<file path="src/common/vchan_pkg.sv">
// vchan_pkg
// Shared definitions for the virtual-channel stream multiplexer:
// port count, field widths, the stream beat and the per-port mask type.

`default_nettype none

package vchan_pkg;

    // ============================================================
    // sizes
    // ============================================================

    // number of channel ports
    localparam int NUM_PORTS = 3;

    // width of a port index
    localparam int PORT_W = $clog2(NUM_PORTS);

    // payload width
    localparam int DATA_W = 32;

    // user carries a port index, so same width.
    // value 3 is encodable but out of range
    localparam int USER_W = PORT_W;

    // ============================================================
    // stream types
    // ============================================================

    // one beat of a stream
    typedef struct packed {
        logic [DATA_W-1:0] data;
        logic              last;
        logic [USER_W-1:0] user;
    } vchan_beat_t;

    // one bit per channel port
    typedef logic [NUM_PORTS-1:0] port_vec_t;

endpackage

`default_nettype wire
</file>
<file path="src/hw/vchan_mux.sv">
// vchan_mux
// Virtual-channel stream multiplexer, top level.
// Outbound: mux_in is split across the channel ports by user.
// Return: the channel ports are merged packet by packet into mux_out,
// with user naming the source port.

`default_nettype none

module vchan_mux
(
    input  wire                    clk,
    input  wire                    reset_n,

    // multiplexed input
    input  vchan_pkg::vchan_beat_t mux_in_beat,
    input  wire                    mux_in_valid,
    output logic                   mux_in_ready,

    // per-port outputs
    output vchan_pkg::vchan_beat_t demux_out_beat [vchan_pkg::NUM_PORTS],
    output vchan_pkg::port_vec_t   demux_out_valid,
    input  vchan_pkg::port_vec_t   demux_out_ready,

    // per-port return inputs
    input  vchan_pkg::vchan_beat_t demux_in_beat [vchan_pkg::NUM_PORTS],
    input  vchan_pkg::port_vec_t   demux_in_valid,
    output vchan_pkg::port_vec_t   demux_in_ready,

    // merged return output
    output vchan_pkg::vchan_beat_t mux_out_beat,
    output logic                   mux_out_valid,
    input  wire                    mux_out_ready
);

    // ============================================================
    // mux_in -> demux_out
    // ============================================================

    vchan_demux u_demux
    (
        .clk(clk),
        .reset_n(reset_n),

        .mux_in_beat(mux_in_beat),
        .mux_in_valid(mux_in_valid),
        .mux_in_ready(mux_in_ready),

        .demux_out_beat(demux_out_beat),
        .demux_out_valid(demux_out_valid),
        .demux_out_ready(demux_out_ready)
    );

    // ============================================================
    // demux_in -> mux_out
    // ============================================================

    packet_arbiter u_arbiter
    (
        .clk(clk),
        .reset_n(reset_n),

        .demux_in_beat(demux_in_beat),
        .demux_in_valid(demux_in_valid),
        .demux_in_ready(demux_in_ready),

        .mux_out_beat(mux_out_beat),
        .mux_out_valid(mux_out_valid),
        .mux_out_ready(mux_out_ready)
    );

endmodule

`default_nettype wire

</file>
<file path="src/hw/packet_arbiter.sv">
// packet_arbiter
// Return path. Merges the channel ports into one stream a whole
// packet at a time. Round-robin priority starts at the port after the
// one served last. Outgoing user carries the source port index.

`default_nettype none

module packet_arbiter
(
    input  wire                    clk,
    input  wire                    reset_n,

    input  vchan_pkg::vchan_beat_t demux_in_beat [vchan_pkg::NUM_PORTS],
    input  vchan_pkg::port_vec_t   demux_in_valid,
    output vchan_pkg::port_vec_t   demux_in_ready,

    output vchan_pkg::vchan_beat_t mux_out_beat,
    output logic                   mux_out_valid,
    input  wire                    mux_out_ready
);

    import vchan_pkg::*;

    // packet state
    logic              pkt_active;
    port_vec_t         grant_q;
    logic [PORT_W-1:0] last_port;

    // round-robin pick
    logic              pick_valid;
    logic [PORT_W-1:0] pick_idx;
    port_vec_t         pick_mask;

    logic [PORT_W-1:0] cur_idx;
    port_vec_t         grant;

    vchan_beat_t       buf_in_beat;
    logic              buf_in_valid;
    logic              buf_in_ready;
    logic              xfer;

    // ============================================================
    // round-robin search
    // ============================================================

    always_comb
    begin
        int cand;

        pick_valid = 1'b0;
        pick_idx = '0;
        cand = 0;
        // first valid port after last_port, wrapping around
        for (int i = 1; i <= NUM_PORTS; i++)
        begin
            cand = (int'(last_port) + i) % NUM_PORTS;
            if (!pick_valid && demux_in_valid[cand])
            begin
                pick_valid = 1'b1;
                pick_idx = PORT_W'(cand);
            end
        end

        pick_mask = '0;
        pick_mask[pick_idx] = pick_valid;
    end

    // held grant wins while a packet is open
    assign cur_idx = pkt_active ? last_port : pick_idx;
    assign grant = pkt_active ? grant_q : pick_mask;

    // ============================================================
    // forward granted port
    // ============================================================

    always_comb
    begin
        buf_in_beat = demux_in_beat[cur_idx];
        buf_in_beat.user = USER_W'(cur_idx);
    end

    assign buf_in_valid = |(grant & demux_in_valid);
    assign demux_in_ready = grant & {NUM_PORTS{buf_in_ready}};
    assign xfer = buf_in_valid && buf_in_ready;

    // grant is taken on pick, dropped after the last beat
    always_ff @(posedge clk)
    begin
        if (!reset_n)
        begin
            pkt_active <= 1'b0;
            grant_q <= '0;
            last_port <= PORT_W'(NUM_PORTS - 1);
        end
        else if (pkt_active)
        begin
            if (xfer && buf_in_beat.last)
            begin
                pkt_active <= 1'b0;
                grant_q <= '0;
            end
        end
        else if (pick_valid)
        begin
            last_port <= pick_idx;
            // single-beat packet that goes straight through stays idle
            if (!(xfer && buf_in_beat.last))
            begin
                pkt_active <= 1'b1;
                grant_q <= pick_mask;
            end
        end
    end

    stream_buffer
    #(
        .beat_t(vchan_beat_t)
    )
    u_out_buf
    (
        .clk(clk),
        .reset_n(reset_n),

        .in_beat(buf_in_beat),
        .in_valid(buf_in_valid),
        .in_ready(buf_in_ready),

        .out_beat(mux_out_beat),
        .out_valid(mux_out_valid),
        .out_ready(mux_out_ready)
    );

endmodule

`default_nettype wire

</file>
<file path="src/hw/vchan_demux.sv">
// vchan_demux
// Outbound path. Each beat of the multiplexed input names its
// destination port in user; out-of-range values go to port 0.
// Every port has its own two-entry stream buffer.

`default_nettype none

module vchan_demux
(
    input  wire                    clk,
    input  wire                    reset_n,

    input  vchan_pkg::vchan_beat_t mux_in_beat,
    input  wire                    mux_in_valid,
    output logic                   mux_in_ready,

    output vchan_pkg::vchan_beat_t demux_out_beat [vchan_pkg::NUM_PORTS],
    output vchan_pkg::port_vec_t   demux_out_valid,
    input  vchan_pkg::port_vec_t   demux_out_ready
);

    import vchan_pkg::*;

    logic [PORT_W-1:0] port_sel;
    port_vec_t         in_sel;
    port_vec_t         buf_valid;
    port_vec_t         buf_ready;

    // ============================================================
    // port decode
    // ============================================================

    // fall back to port 0 when user is out of range
    assign port_sel = (mux_in_beat.user < NUM_PORTS) ? PORT_W'(mux_in_beat.user) : '0;

    always_comb
    begin
        in_sel = '0;
        in_sel[port_sel] = 1'b1;
    end

    assign buf_valid = in_sel & {NUM_PORTS{mux_in_valid}};

    // a stalled selected port blocks the whole input
    assign mux_in_ready = buf_ready[port_sel];

    // ============================================================
    // per-port buffers
    // ============================================================

    for (genvar p = 0; p < NUM_PORTS; p++)
    begin : g_port
        stream_buffer
        #(
            .beat_t(vchan_beat_t)
        )
        u_buf
        (
            .clk(clk),
            .reset_n(reset_n),

            .in_beat(mux_in_beat),
            .in_valid(buf_valid[p]),
            .in_ready(buf_ready[p]),

            .out_beat(demux_out_beat[p]),
            .out_valid(demux_out_valid[p]),
            .out_ready(demux_out_ready[p])
        );
    end

endmodule

`default_nettype wire

</file>
<file path="src/hw/stream_buffer.sv">
// stream_buffer
// Two-entry valid/ready FIFO for any packed payload type.
// Output is driven from registers only, so out_ready never reaches
// in_ready combinationally. Sustains one beat per cycle.

`default_nettype none

module stream_buffer
#(
    parameter type beat_t = vchan_pkg::vchan_beat_t
)
(
    input  wire   clk,
    input  wire   reset_n,

    input  beat_t in_beat,
    input  wire   in_valid,
    output logic  in_ready,

    output beat_t out_beat,
    output logic  out_valid,
    input  wire   out_ready
);

    // storage, two slots
    beat_t mem [2];

    logic       wr_ptr;
    logic       rd_ptr;
    logic [1:0] count;

    logic push;
    logic pop;

    assign push = in_valid && in_ready;
    assign pop = out_valid && out_ready;

    // flags come straight from the count register
    assign in_ready = (count != 2'd2);
    assign out_valid = (count != 2'd0);
    assign out_beat = mem[rd_ptr];

    // ============================================================
    // pointers and occupancy
    // ============================================================

    always_ff @(posedge clk)
    begin
        if (!reset_n)
        begin
            wr_ptr <= 1'b0;
            rd_ptr <= 1'b0;
            count <= 2'd0;
        end
        else
        begin
            if (push)
                wr_ptr <= ~wr_ptr;
            if (pop)
                rd_ptr <= ~rd_ptr;

            case ({push, pop})
                2'b10: count <= count + 2'd1;
                2'b01: count <= count - 2'd1;
                default: count <= count;
            endcase
        end
    end

    // payload write
    always_ff @(posedge clk)
    begin
        if (push)
            mem[wr_ptr] <= in_beat;
    end

endmodule

`default_nettype wire

</file>
<file path="config.mk">
export PLATFORM = sky130hd
export DESIGN_NAME = vchan_mux
export DESIGN_NICKNAME = d
export VERILOG_FILES = /design/src/common/vchan_pkg.sv /design/src/hw/vchan_mux.sv /design/src/hw/packet_arbiter.sv /design/src/hw/vchan_demux.sv /design/src/hw/stream_buffer.sv
export SDC_FILE = /design/constraint.sdc
export NUM_CORES = 1
export LEC_CHECK = 0
export BUFFER_PORTS_ARGS = -buffer_cell sky130_fd_sc_hd__clkbuf_2
export CAP_MARGIN = 10
export CELL_PAD_IN_SITES_DETAIL_PLACEMENT = 0
export CELL_PAD_IN_SITES_GLOBAL_PLACEMENT = 1
export CORE_ASPECT_RATIO = 1.5
export CORE_MARGIN = 5
export CORE_UTILIZATION = 48
export DETAILED_ROUTE_END_ITERATION = 16
export PLACE_DENSITY = 0.88
export SLEW_MARGIN = 20
export SYNTH_ARGS = -nofsm -noshare
export SYNTH_HDL_FRONTEND = slang
export SYNTH_SLANG_ARGS = --single-unit
</file>
<file path="constraint.sdc">
create_clock -name clk -period 9.7 [get_ports clk]
set_input_delay 1.94 -clock clk [delete_from_list [all_inputs] [get_ports clk]]
set_output_delay 1.94 -clock clk [all_outputs]
set_load 0.05 [all_outputs]
</file>
== After elaboration in Yosys (flattened, before gate mapping) ==
Memories as Yosys holds them, arrays and structs flattened. A register that Yosys moved wholly into a read port is not among the register bits.
Cells that the tools add are included.
Operators by class
  magnitude comparators: 9
  $add $sub $neg: 11
  div/mod/pow operators: 3
  eq/ne operators: 14
  bitwise gates (word level): 14
  reduce and logical (&&, ||, !) cells: 27
  muxes and demuxes: 54
Operators by type and width (number)
  $lt A32 B4 Y1 const B: 3
  $mod A32 B3 Y32 const B: 3
  $bmux W35 S2: 1
  $mux W35: 2
  $mux W1: 31
  $reduce_bool A2 Y1: 9
  $pmux W2 S2: 4
  $mux W3: 5
  $logic_and A1 B1 Y1: 13
  $and A3 B3 Y3: 4
  $mux W2: 5
  $ne A2 B2 Y1 const B: 5
  $not A1 Y1: 9
  $add A2 B1 Y2 const B: 4
  $bmux W1 S2: 4
  $eq A2 B1 Y1 const B: 4
  $eq A2 B2 Y1 const B: 4
  $sub A2 B1 Y2 const B: 4
  $add A2 B2 Y3 const B: 2
  $lt A2 B3 Y1 const B: 2
  $demux W1 S2: 2
  $ge A2 B1 Y1 const B: 2
  $add A2 B1 Y3 const B: 1
  $ge A3 B3 Y1 const B: 1
  7 further kinds: 8
Word-level totals
  bits in registers: 22
  memories kept: 4
  word-level logic and storage cells: 151
  bits of input ports: 150
  memory bits (writable): 280
  output and inout port bits: 148
Memory list
  u_arbiter.u_out_buf.mem: words 2, bits a word 35, rd ports 1, clocked after memory_dff 1, write ports 1, line stream_buffer.sv:26  | beat_t mem [2];
  u_demux.g_port[0].u_buf.mem: words 2, bits a word 35, rd ports 1, clocked after memory_dff 1, write ports 1, line stream_buffer.sv:26
  u_demux.g_port[1].u_buf.mem: words 2, bits a word 35, rd ports 1, clocked after memory_dff 1, write ports 1, line stream_buffer.sv:26
  u_demux.g_port[2].u_buf.mem: words 2, bits a word 35, rd ports 1, clocked after memory_dff 1, write ports 1, line stream_buffer.sv:26

== Logic depth before layout (Yosys ltp) ==
Gate-level depths: netlist of run 1.
  word-level depth: 25
  mapped depth: 13
  mapped depth without buffers: 11

== Cells and area by module ==
Synthesis of run 1 repeated with hierarchy kept, for this count alone.
Unflattened totals
  cells, all modules: 736
  area total of the unflattened synthesis: 12430.7 um^2
Modules (own cells, without submodules)
  stream_buffer: cells an instance 133, area each 2751.4 um^2, sequential area each 2202.1 um^2, instances 4
  packet_arbiter: cells an instance 193, area each 1338.8 um^2, sequential area each 120.1 um^2, instances 1
  vchan_demux: cells an instance 11, area each 86.3 um^2, sequential area each 0.0 um^2, instances 1

== Least setup slack after synthesis of run 1 ==
Ideal clock, no wire load.
  path kind: in2out
  start: input demux_in_valid[1]
  end: output demux_in_ready[1]
  data required time: 7760 ps
  stages on the path: 5
  data arrival time: 3787 ps
  slack: 3973 ps
  path through: mux2i_1 o211ai_1 o221ai_1 or3_2 a21oi_1
On the way
  longest elaborated chain between the ends: 17
RTL lines
  start: declaration: line vchan_mux.sv:26  | input vchan_pkg::port_vec_t demux_in_valid,
  $bmux W1 S2: line packet_arbiter.sv:57  | if (!pick_valid && demux_in_valid[cand])
  $mux W1 (implied by the code) (2 in series): line packet_arbiter.sv:57
  $mux W1: line packet_arbiter.sv:57
  $logic_not A1 Y1: line packet_arbiter.sv:57
  $logic_and A1 B1 Y1: line packet_arbiter.sv:57
  $mux W1: line packet_arbiter.sv:57
  $logic_not A1 Y1: line packet_arbiter.sv:57
  $logic_and A1 B1 Y1: line packet_arbiter.sv:57
  $mux W2: line packet_arbiter.sv:57
  $lt A2 B3 Y1 (implied by the code) or $ge A2 B1 Y1 (tied branches): line packet_arbiter.sv:65  | pick_mask[pick_idx] = pick_valid;
  $logic_and A1 B1 Y1 (implied by the code): line packet_arbiter.sv:65
  $mux W1 (implied by the code): line packet_arbiter.sv:65
  $demux W1 S2
  $and A3 B3 Y3 (no source line) *
  $mux W3 *: line packet_arbiter.sv:70  | assign grant = pkt_active ? grant_q : pick_mask;
  $and A3 B3 Y3 *: line packet_arbiter.sv:83  | assign demux_in_ready = grant & {NUM_PORTS{buf_in_ready}};
  end: declaration: line vchan_mux.sv:27  | output vchan_pkg::port_vec_t demux_in_ready,
Mark *: on every way between the ends. The rest lies on a longest branch, timed or not. The select of a mux whose other input is x is not followed.

== Final worst setup path of run 1 ==
Same ends and word-level chain as after synthesis.

==> results list, run 1 <==
* Outcome: finished clean
- Pint: 2.89 mW
* Type of the setup path with the least slack: primary input to output port
- The critical path goes through clkbuf_2 -> mux2i_1 -> o211ai_1 -> o221ai_1 -> or3_2 -> a21oi_1 -> clkbuf_2.
- Dividing the detail-routed wire length by the instance count gives 18.4 µm.
- In this run the count of I/O pins placed on the die edge is 298.
* Clock latency of the later-clocked register in the worst-skew pair: 0.53 ns
* Static Leak: 5.62 nW
- The number of antenna violations at the first check in global routing was 1.
- Across the VDD grid, the largest voltage drop is 0.220 mV.
- Max-cap violations in this run came to 0.
* Slew at the pin with the worst max-slew slack: 1.04 ns
- Of all cell types, the one taking the most synthesized area is sky130_fd_sc_hd__edfxtp_1.
* Root buf cell: sky130_fd_sc_hd__clkbuf_16
- Synthesis Warnings: 0
- Across the routed clock network, the largest skew measured is 0.00768 ns.
* Switching power: 1.86 mW
* Number of nets in the finished design: 1190
- Total nets after synthesis: 892
- Measured along the x axis, the die boundary spans 141 µm.
- In this run the deepest clock path goes through 3 buffers.
- Mean post-synth cell area: 16.9 µm²
- The number of global-route vias before repair is 7279.
* Remaining global-route overflow: 0
- The detail route stage leaves a number of antenna-violating nets equal to 0.
- The final layout contains routed wiring with a total length of 25.5 mm.
- Of the total power, combinational logic draws 0.385.
* Yosys top cell area share: 0.681
- Initial DRT Pass Iterations: 4
* DRC: 0
* Port Buf Inserts: 291
* Setup TNS: 0 ns
* Detailed-placement wirelength estimate: 17.4 mm
* Sort of element at the start of the critical path: primary input
- Count of final max-slew check failures: 0
* Wire length of the first global-routing pass: 39.0 mm
- Of the total power, registers draw 0.392.
* Number of instances in the synthesized netlist: 731
- In the routed layout, each cell is associated on average with a via count of 5.18.
* Number of placement rows: 72
- The clock net in this run drives a total of 306 sinks.
- Yosys reg bits: 306
* Share of total power consumed by net switching: 0.392
- Final count of hold timing violations: 0
- 1st-iter DRT viols: 336
* Share of total power in the clock network: 0.223
* Quantity of gates resized following cts: 0
* Total vias in the final route: 7176
* Top cells by area in the synthesized netlist: sky130_fd_sc_hd__edfxtp_1, sky130_fd_sc_hd__mux2_2, sky130_fd_sc_hd__dfxtp_1
* Area of the core region: 25600 µm²
- On the worst path, the slowest cell contributes a delay of 0.57 ns.
- CTS built an H-tree with a depth of 1.
- Maximum number of pins on one net before global-route repair: 37
- TritonCTS created 28 clock buffers.
- TritonCTS built the clock tree.
* Peak clock frequency supported by timing: 0.171 GHz
- Initial standard-cell utilization of the core: 0.483
* Critical Path Sink Type: output port
- The largest individual stage delay along the critical path comes from the cell sky130_fd_sc_hd__or3_2.
* Ratio of total power to cell area: 313 nW/µm²
* Vertical extent of the die: 206 µm
- Along the worst path, the maximum fanout reaches 8.
* Clock transition at the registers of the reported paths: 0.06 ns
- Most common cell on crit path: sky130_fd_sc_hd__clkbuf_2
* Util after Layout: 0.593
- Area Overhead vs Synth: 22.7%
- STA puts the critical path data required time at 7.76 ns.
* Period utilisation layout: 0.603
- Setup violations remaining at the end of the flow were counted as 0.
- Fraction of final layout cells sized beyond drive strength 1: 0.487
- In this run the cell area of the synthesized design comes to 12400 µm².
- Number of different library cells in the post-synthesis netlist: 51
* Path type of the worst min-delay path: register to register
* Final critical-path required period: 5.85 ns
- Count of buffers added by post-CTS timing repair for setup: 0
* Share of the yosys chip area belonging to registers: 0.723
* Die Area: 29100 µm²
* Data arrival time of the critical path: 3.91 ns
* Worst slew margin relative to its limit: 0.305
* Final weighted congestion of routability-driven global placement: 0.835
- Global-route total usage across every layer: 0.170
* Number of buffers added to fix hold violations after cts: 0
- RSZ-0062 raised after global routing: false
layout by cell type (no fill, tap or decap), types with 4 or more instances in the layout:
master and n:
sky130_fd_sc_hd__a21boi_0 5, sky130_fd_sc_hd__and2_1 8, sky130_fd_sc_hd__buf_4 9, sky130_fd_sc_hd__clkbuf_16 29, sky130_fd_sc_hd__clkbuf_2 291, sky130_fd_sc_hd__clkinv_1 9
sky130_fd_sc_hd__dfxtp_1 22, sky130_fd_sc_hd__dfxtp_2 4, sky130_fd_sc_hd__edfxtp_1 280, sky130_fd_sc_hd__ha_1 11, sky130_fd_sc_hd__inv_1 13, sky130_fd_sc_hd__mux2_2 140
sky130_fd_sc_hd__mux2i_1 37, sky130_fd_sc_hd__nand2_1 40, sky130_fd_sc_hd__nand2b_1 4, sky130_fd_sc_hd__nand3_1 8, sky130_fd_sc_hd__nand3b_1 4, sky130_fd_sc_hd__nor2_4 8
sky130_fd_sc_hd__nor2b_1 8, sky130_fd_sc_hd__o21a_1 4, sky130_fd_sc_hd__o21ai_0 37, sky130_fd_sc_hd__o221ai_1 6, sky130_fd_sc_hd__or2_2 5, sky130_fd_sc_hd__or3_1 4
sky130_fd_sc_hd__xnor2_1 12
Yosys cell counts (all sizes together):
library cell    n
a211oi          1
and2           10
buf            12
or3             5
a21o            1
or2             6
xnor2          12
o32ai           1
nand2b          4
o221ai          6
o31ai           1
o21bai          1
a21oi           3
o31a            1
a31o            2
ha             11
o2111ai         3
a31oi           3
nand2          40
nor3b           1
dfxtp          26
o211ai          1
nor2b           8
edfxtp        280
nor3            1
nand3b          4
a22o            1
nor2           11
a221oi          1
and3            1
clkbuf         22
a21boi          5
mux2          140
a2bb2oi         1
and4b           1
or4             1
o21ai          39
o21a            4
nand3           8
and2b           1
and3b           1
inv            13
mux2i          37
final timing paths:
kind,startpoint,endpoint,slack [ns],cells after the start
hold reg to reg,u_demux.g_port[1].u_buf.count[1]$_SDFFE_PN0P_,u_demux.g_port[1].u_buf.count[1]$_SDFFE_PN0P_,0.51,2
setup reg to reg,u_arbiter.last_port[0]$_SDFFE_PN0P_,u_arbiter.u_out_buf.mem[1][33]$_DFFE_PP_,6.31,9
setup / recovery,demux_in_valid[1],demux_in_ready[1],3.85,7
hold / removal,u_demux.g_port[1].u_buf.count[1]$_SDFFE_PN0P_,u_demux.g_port[1].u_buf.count[1]$_SDFFE_PN0P_,0.51,2
state kept, by name (all words and copies together), names as in the netlist, named ones only:
name	cells
u_arbiter.grant_q	3
u_arbiter.last_port	2
u_arbiter.pkt_active	1
u_arbiter.u_out_buf.count	2
u_arbiter.u_out_buf.mem	70
u_arbiter.u_out_buf.rd_ptr	1
u_arbiter.u_out_buf.wr_ptr	1
u_demux.g_port.u_buf.count	6
u_demux.g_port.u_buf.mem	210
u_demux.g_port.u_buf.rd_ptr	3
u_demux.g_port.u_buf.wr_ptr	3
area by class of cell:
cell class	count	area [µm²]
fill	1908	10400
antenna	1	2.50
timing repair buffer	302	1560
sequential	306	8930
clock buffer	31	733
multi-input combinational	378	3300
clock inverter	20	168
inverter	13	48.8
tap	333	417
worst max-delay path: cells and delay by family:
kind | cells | cell delay [ns]
AND/OR/NAND/NOR | 1 | 0.57
AO/OA/AOI/OAI | 3 | 0.82
multiplexers | 1 | 0.13
buffers and inverters | 2 | 0.44
routing by layer:
metal | track usage | routed length, µm | share of wire
met2 | 0.308 | 13200 | 0.52
met4 | 0.0554 | 619 | 0.024
met3 | 0.0331 | 1640 | 0.064
met5 | 0 | 0 | 0
met1 | 0.204 | 10100 | 0.40
metrics by stage:
step | total power [mW] | instance area [µm²] | setup WS, ns | cells | hold WS (ns)
6_report | 4.75 | 15200 | 3.85 | 1384 | 0.509
5_1_grt | 4.98 | 15200 | 3.65 | 1384 | 0.552
4_1_cts | 4.78 | 15100 | 3.84 | 1381 | 0.517
3_5_place_dp | 3.72 | 14200 | 3.84 | 1330 | 0.508
3_3_place_gp | 3.68 | 14200 | 3.86 | 1330 | 0.489
2_1_floorplan | 3.28 | 12400 | 3.97 | 731 | 0.469
cells by family after synthesis:
logic type / after synthesis / share of synthesized area
AO/OA/AOI/OAI: 75 / 0.0406
AND/OR/NAND/NOR: 103 / 0.0427
flip-flops: 306 / 0.723
multiplexers: 177 / 0.158
XOR/XNOR: 12 / 0.00851
buffers and inverters: 47 / 0.0168
adder cells (fa/ha/maj): 11 / 0.0111
power by group through the flow:
stage / Clock [mW] / Combinational (mW) / Sequential, mW
6_report: 1.06 / 1.83 / 1.86
5_1_grt: 1.14 / 1.95 / 1.88
3_5_place_dp: 0 / 1.82 / 1.90
3_3_place_gp: 0 / 1.80 / 1.89
2_1_floorplan: 0 / 1.47 / 1.81
4_1_cts: 1.09 / 1.82 / 1.87
Note: power is estimated with default switching activity, not from simulation.
==> run 2: changes to the inputs <==
--- a/config.mk
+++ b/config.mk
@@ -11,9 +11,9 @@
 export CELL_PAD_IN_SITES_GLOBAL_PLACEMENT = 1
 export CORE_ASPECT_RATIO = 1.5
 export CORE_MARGIN = 5
-export CORE_UTILIZATION = 48
+export CORE_UTILIZATION = 44
 export DETAILED_ROUTE_END_ITERATION = 16
-export PLACE_DENSITY = 0.88
+export PLACE_DENSITY = 0.81
 export SLEW_MARGIN = 20
 export SYNTH_ARGS = -nofsm -noshare
 export SYNTH_HDL_FRONTEND = slang
==> constraint.sdc (replaced) <==
create_clock -name clk -period 5.6 [get_ports clk]
set_input_delay 1.12 -clock clk [delete_from_list [all_inputs] [get_ports clk]]
set_output_delay 1.12 -clock clk [all_outputs]
set_load 0.05 [all_outputs]
==> results list, run 2 (synthesis results as in run 1) <==
* Antenna violations before repair: 2 (+1)
* Peak clock frequency supported by timing: 0.229 GHz
* Die Area: 31600 µm² (+8.5%)
* Period utilisation layout: 0.780
- Max IR drop VDD: 0.537 mV (+140%)
- The number of maximum-capacitance violations came to 0 (unchanged).
- The slack of the worst reg-to-reg path was 1.98 ns (-4.33 ns).
- The cell count after placement is 1345 (+1.1%).
* 1st-iter DRT viols: 336 (unchanged)
* Ratio of total power to cell area: 542 nW/µm² (+73%)
- The total count of hold-check failures in the final report is 0 (unchanged).
* Final antenna-violating net count: 0 (unchanged)
* Path type of the worst min-delay path: register to register
- The final net count was 1191 (+0.084%).
- Wire length of the first global-routing pass: 41.3 mm (+5.9%)
* DRC: 0 (unchanged)
- The initial standard-cell utilization of the core is 0.443 (-0.0396).
- TritonCTS built the clock tree.
- Clock transition at the registers of the reported paths: 0.07 ns (about the same)
- The clock insertion delay at the later pin of the skew report came to 0.53 ns (about the same).
- Final cell count without fillers: 1398 (+1.0%)
- The vias per cell was 5.06 (-2.3%).
* Biggest fanout along the worst timing path: 12 (+4)
- The maximum buffer depth of the clock tree was 3 (unchanged).
- The number of setup buffers added after CTS came to 0 (unchanged).
- The utilization after layout was 0.544 (-0.0484).
- The root buffer cell chosen for the clock tree is sky130_fd_sc_hd__clkbuf_16.
* Vias in the first global route: 7492 (+2.9%)
* Total area of multi-input combinational cells: 3300 µm² (unchanged)
* Most common library cell in the layout ignoring fill and taps: sky130_fd_sc_hd__clkbuf_2
- Area of the core region: 27900 µm² (+8.9%)
- H-tree Lvls: 1 (unchanged)
* Count of final max-slew check failures: 0 (unchanged)
- Total vias in the final route: 7080 (-1.3%)
- Port Buf Inserts: 291 (unchanged)
- The first-pass detailed-route iteration total is 4 (unchanged).
* Fraction of final layout cells sized beyond drive strength 1: 0.486 (-0.000952)
* Maximum number of pins on one net before global-route repair: 37 (unchanged)
* Detailed-route wire length: 26.3 mm (+3.2%)
* Final weighted congestion of routability-driven global placement: 0.789 (-5.5%)
- CTS sink cnt: 306 (unchanged)
- Critical Path Sink Type: output port
* Vertical extent of the die: 215 µm (+4.2%)
- The leakage dissipation was 5.63 nW (about the same).
- Setup TNS: 0 ns (unchanged)
* Number of buffers added to fix hold violations after cts: 0 (unchanged)
* Detailed-placement wirelength estimate: 18.0 mm (+3.3%)
- Leading cell types in the layout, fill and taps excluded: sky130_fd_sc_hd__clkbuf_2, sky130_fd_sc_hd__edfxtp_1, sky130_fd_sc_hd__mux2_2
- The largest registers in the layout are u_demux.g_port.u_buf.mem x210, u_arbiter.u_out_buf.mem x70, u_demux.g_port.u_buf.count x6.
- The power consumption is 8.23 mW (+73%).
* Setup-violating endpoint count in the final report: 0 (unchanged)
- Flip-flop count of the largest register after layout: 210 (unchanged)
- Type of the setup path with the least slack: register to output port
- Footprint of the flip-flops and latches: 8930 µm² (about the same)
* Register name with the most flops: u_demux.g_port.u_buf.mem
- Remaining global-route overflow: 0 (unchanged)
- The post-cts sizing count is 0 (unchanged).
- Num CTS Buffers: 27 (-3.6%)
- The actual slew at the worst max-slew pin was 1.04 ns (-0.000988 ns).
* Data arrival time of the critical path: 3.25 ns (-0.66 ns)
- The area growth from synthesis to final layout is 22.8% (about the same).
- The clock tree skew after final layout was 0.0108 ns (+0.00316 ns).
- RSZ-0062 raised after global routing: false
- Number of placement rows: 75 (+4.2%)
- The flow ran to the end, and the final reports show no timing, DRC or antenna violations.
* Worst slew margin relative to its limit: 0.306 (+0.000659)
* Global-route total usage across every layer: 0.163 (-0.00703)
- The required time reported for the critical path endpoint was 4.48 ns (-3.28 ns).
- Sort of element at the start of the critical path: register
* Final critical-path required period: 4.37 ns
- The count of fill cells added during filler insertion is 2237 (+17%).
* Ports: 298 (unchanged)
* Width of the chip: 147 µm (+4.1%)
* Detail-routed net length per standard cell: 18.8 µm (+2.2%)
## run 2: power by group
group          leakage (nW)  internal, mW  switching (mW)
Clock                 0.434          1.06           0.770
Combinational          2.41         0.946            2.28
Sequential             2.78          3.01           0.165
Total                  5.63          5.02            3.21
## run 2: worst paths after layout
path,endpoint,from,depth (start not counted)
hold reg to reg,u_demux.g_port[2].u_buf.count[1]$_SDFFE_PN0P_,u_demux.g_port[2].u_buf.count[1]$_SDFFE_PN0P_,2
hold / removal,u_demux.g_port[2].u_buf.count[1]$_SDFFE_PN0P_,u_demux.g_port[2].u_buf.count[1]$_SDFFE_PN0P_,2
setup reg to reg,u_arbiter.u_out_buf.mem[1][31]$_DFFE_PP_,u_arbiter.last_port[0]$_SDFFE_PN0P_,8
setup / recovery,demux_in_ready[1],u_arbiter.last_port[0]$_SDFFE_PN0P_,8
## run 2: per-layer routing
metal	global-route usage	vias up	wire [µm]
met5	0	-	7
met4	0.0439	2	483
met3	0.0367	32	2000
met2	0.295	253	13600
met1	0.196	3408	10200
li1	-	3385	-
## run 2: critical path, stage by stage (launching register included)
cell                       delay, ns
sky130_fd_sc_hd__dfxtp_1        0.41
sky130_fd_sc_hd__inv_1          0.09
sky130_fd_sc_hd__ha_1           0.49
sky130_fd_sc_hd__nand3b_1       0.16
sky130_fd_sc_hd__o211ai_1       0.21
sky130_fd_sc_hd__o221ai_1       0.37
sky130_fd_sc_hd__or3_2          0.56
sky130_fd_sc_hd__a21oi_1        0.15
sky130_fd_sc_hd__clkbuf_2       0.29
## run 2: cell type report
type / count / share of cell area
Timing Repair Buffer: 304 / 0.104
Clock buffer: 29 / 0.0450
Multi-Input combinational cell: 378 / 0.217
Inverter: 13 / 0.00322
Antenna cell: 2 / 0.000330
Tap cell: 346 / 0.0285
Sequential cell: 306 / 0.589
Clock inverter: 20 / 0.0127
## run 2: through the flow
stage          hold WS, ns  setup WS, ns  cell area (µm²)
5_1_grt              0.538         0.948            15200
3_3_place_gp         0.488          1.41            14300
6_report             0.504          1.23            15200
4_1_cts              0.508          1.20            15100
3_5_place_dp         0.501          1.36            14300
2_1_floorplan        0.469          1.18            12400
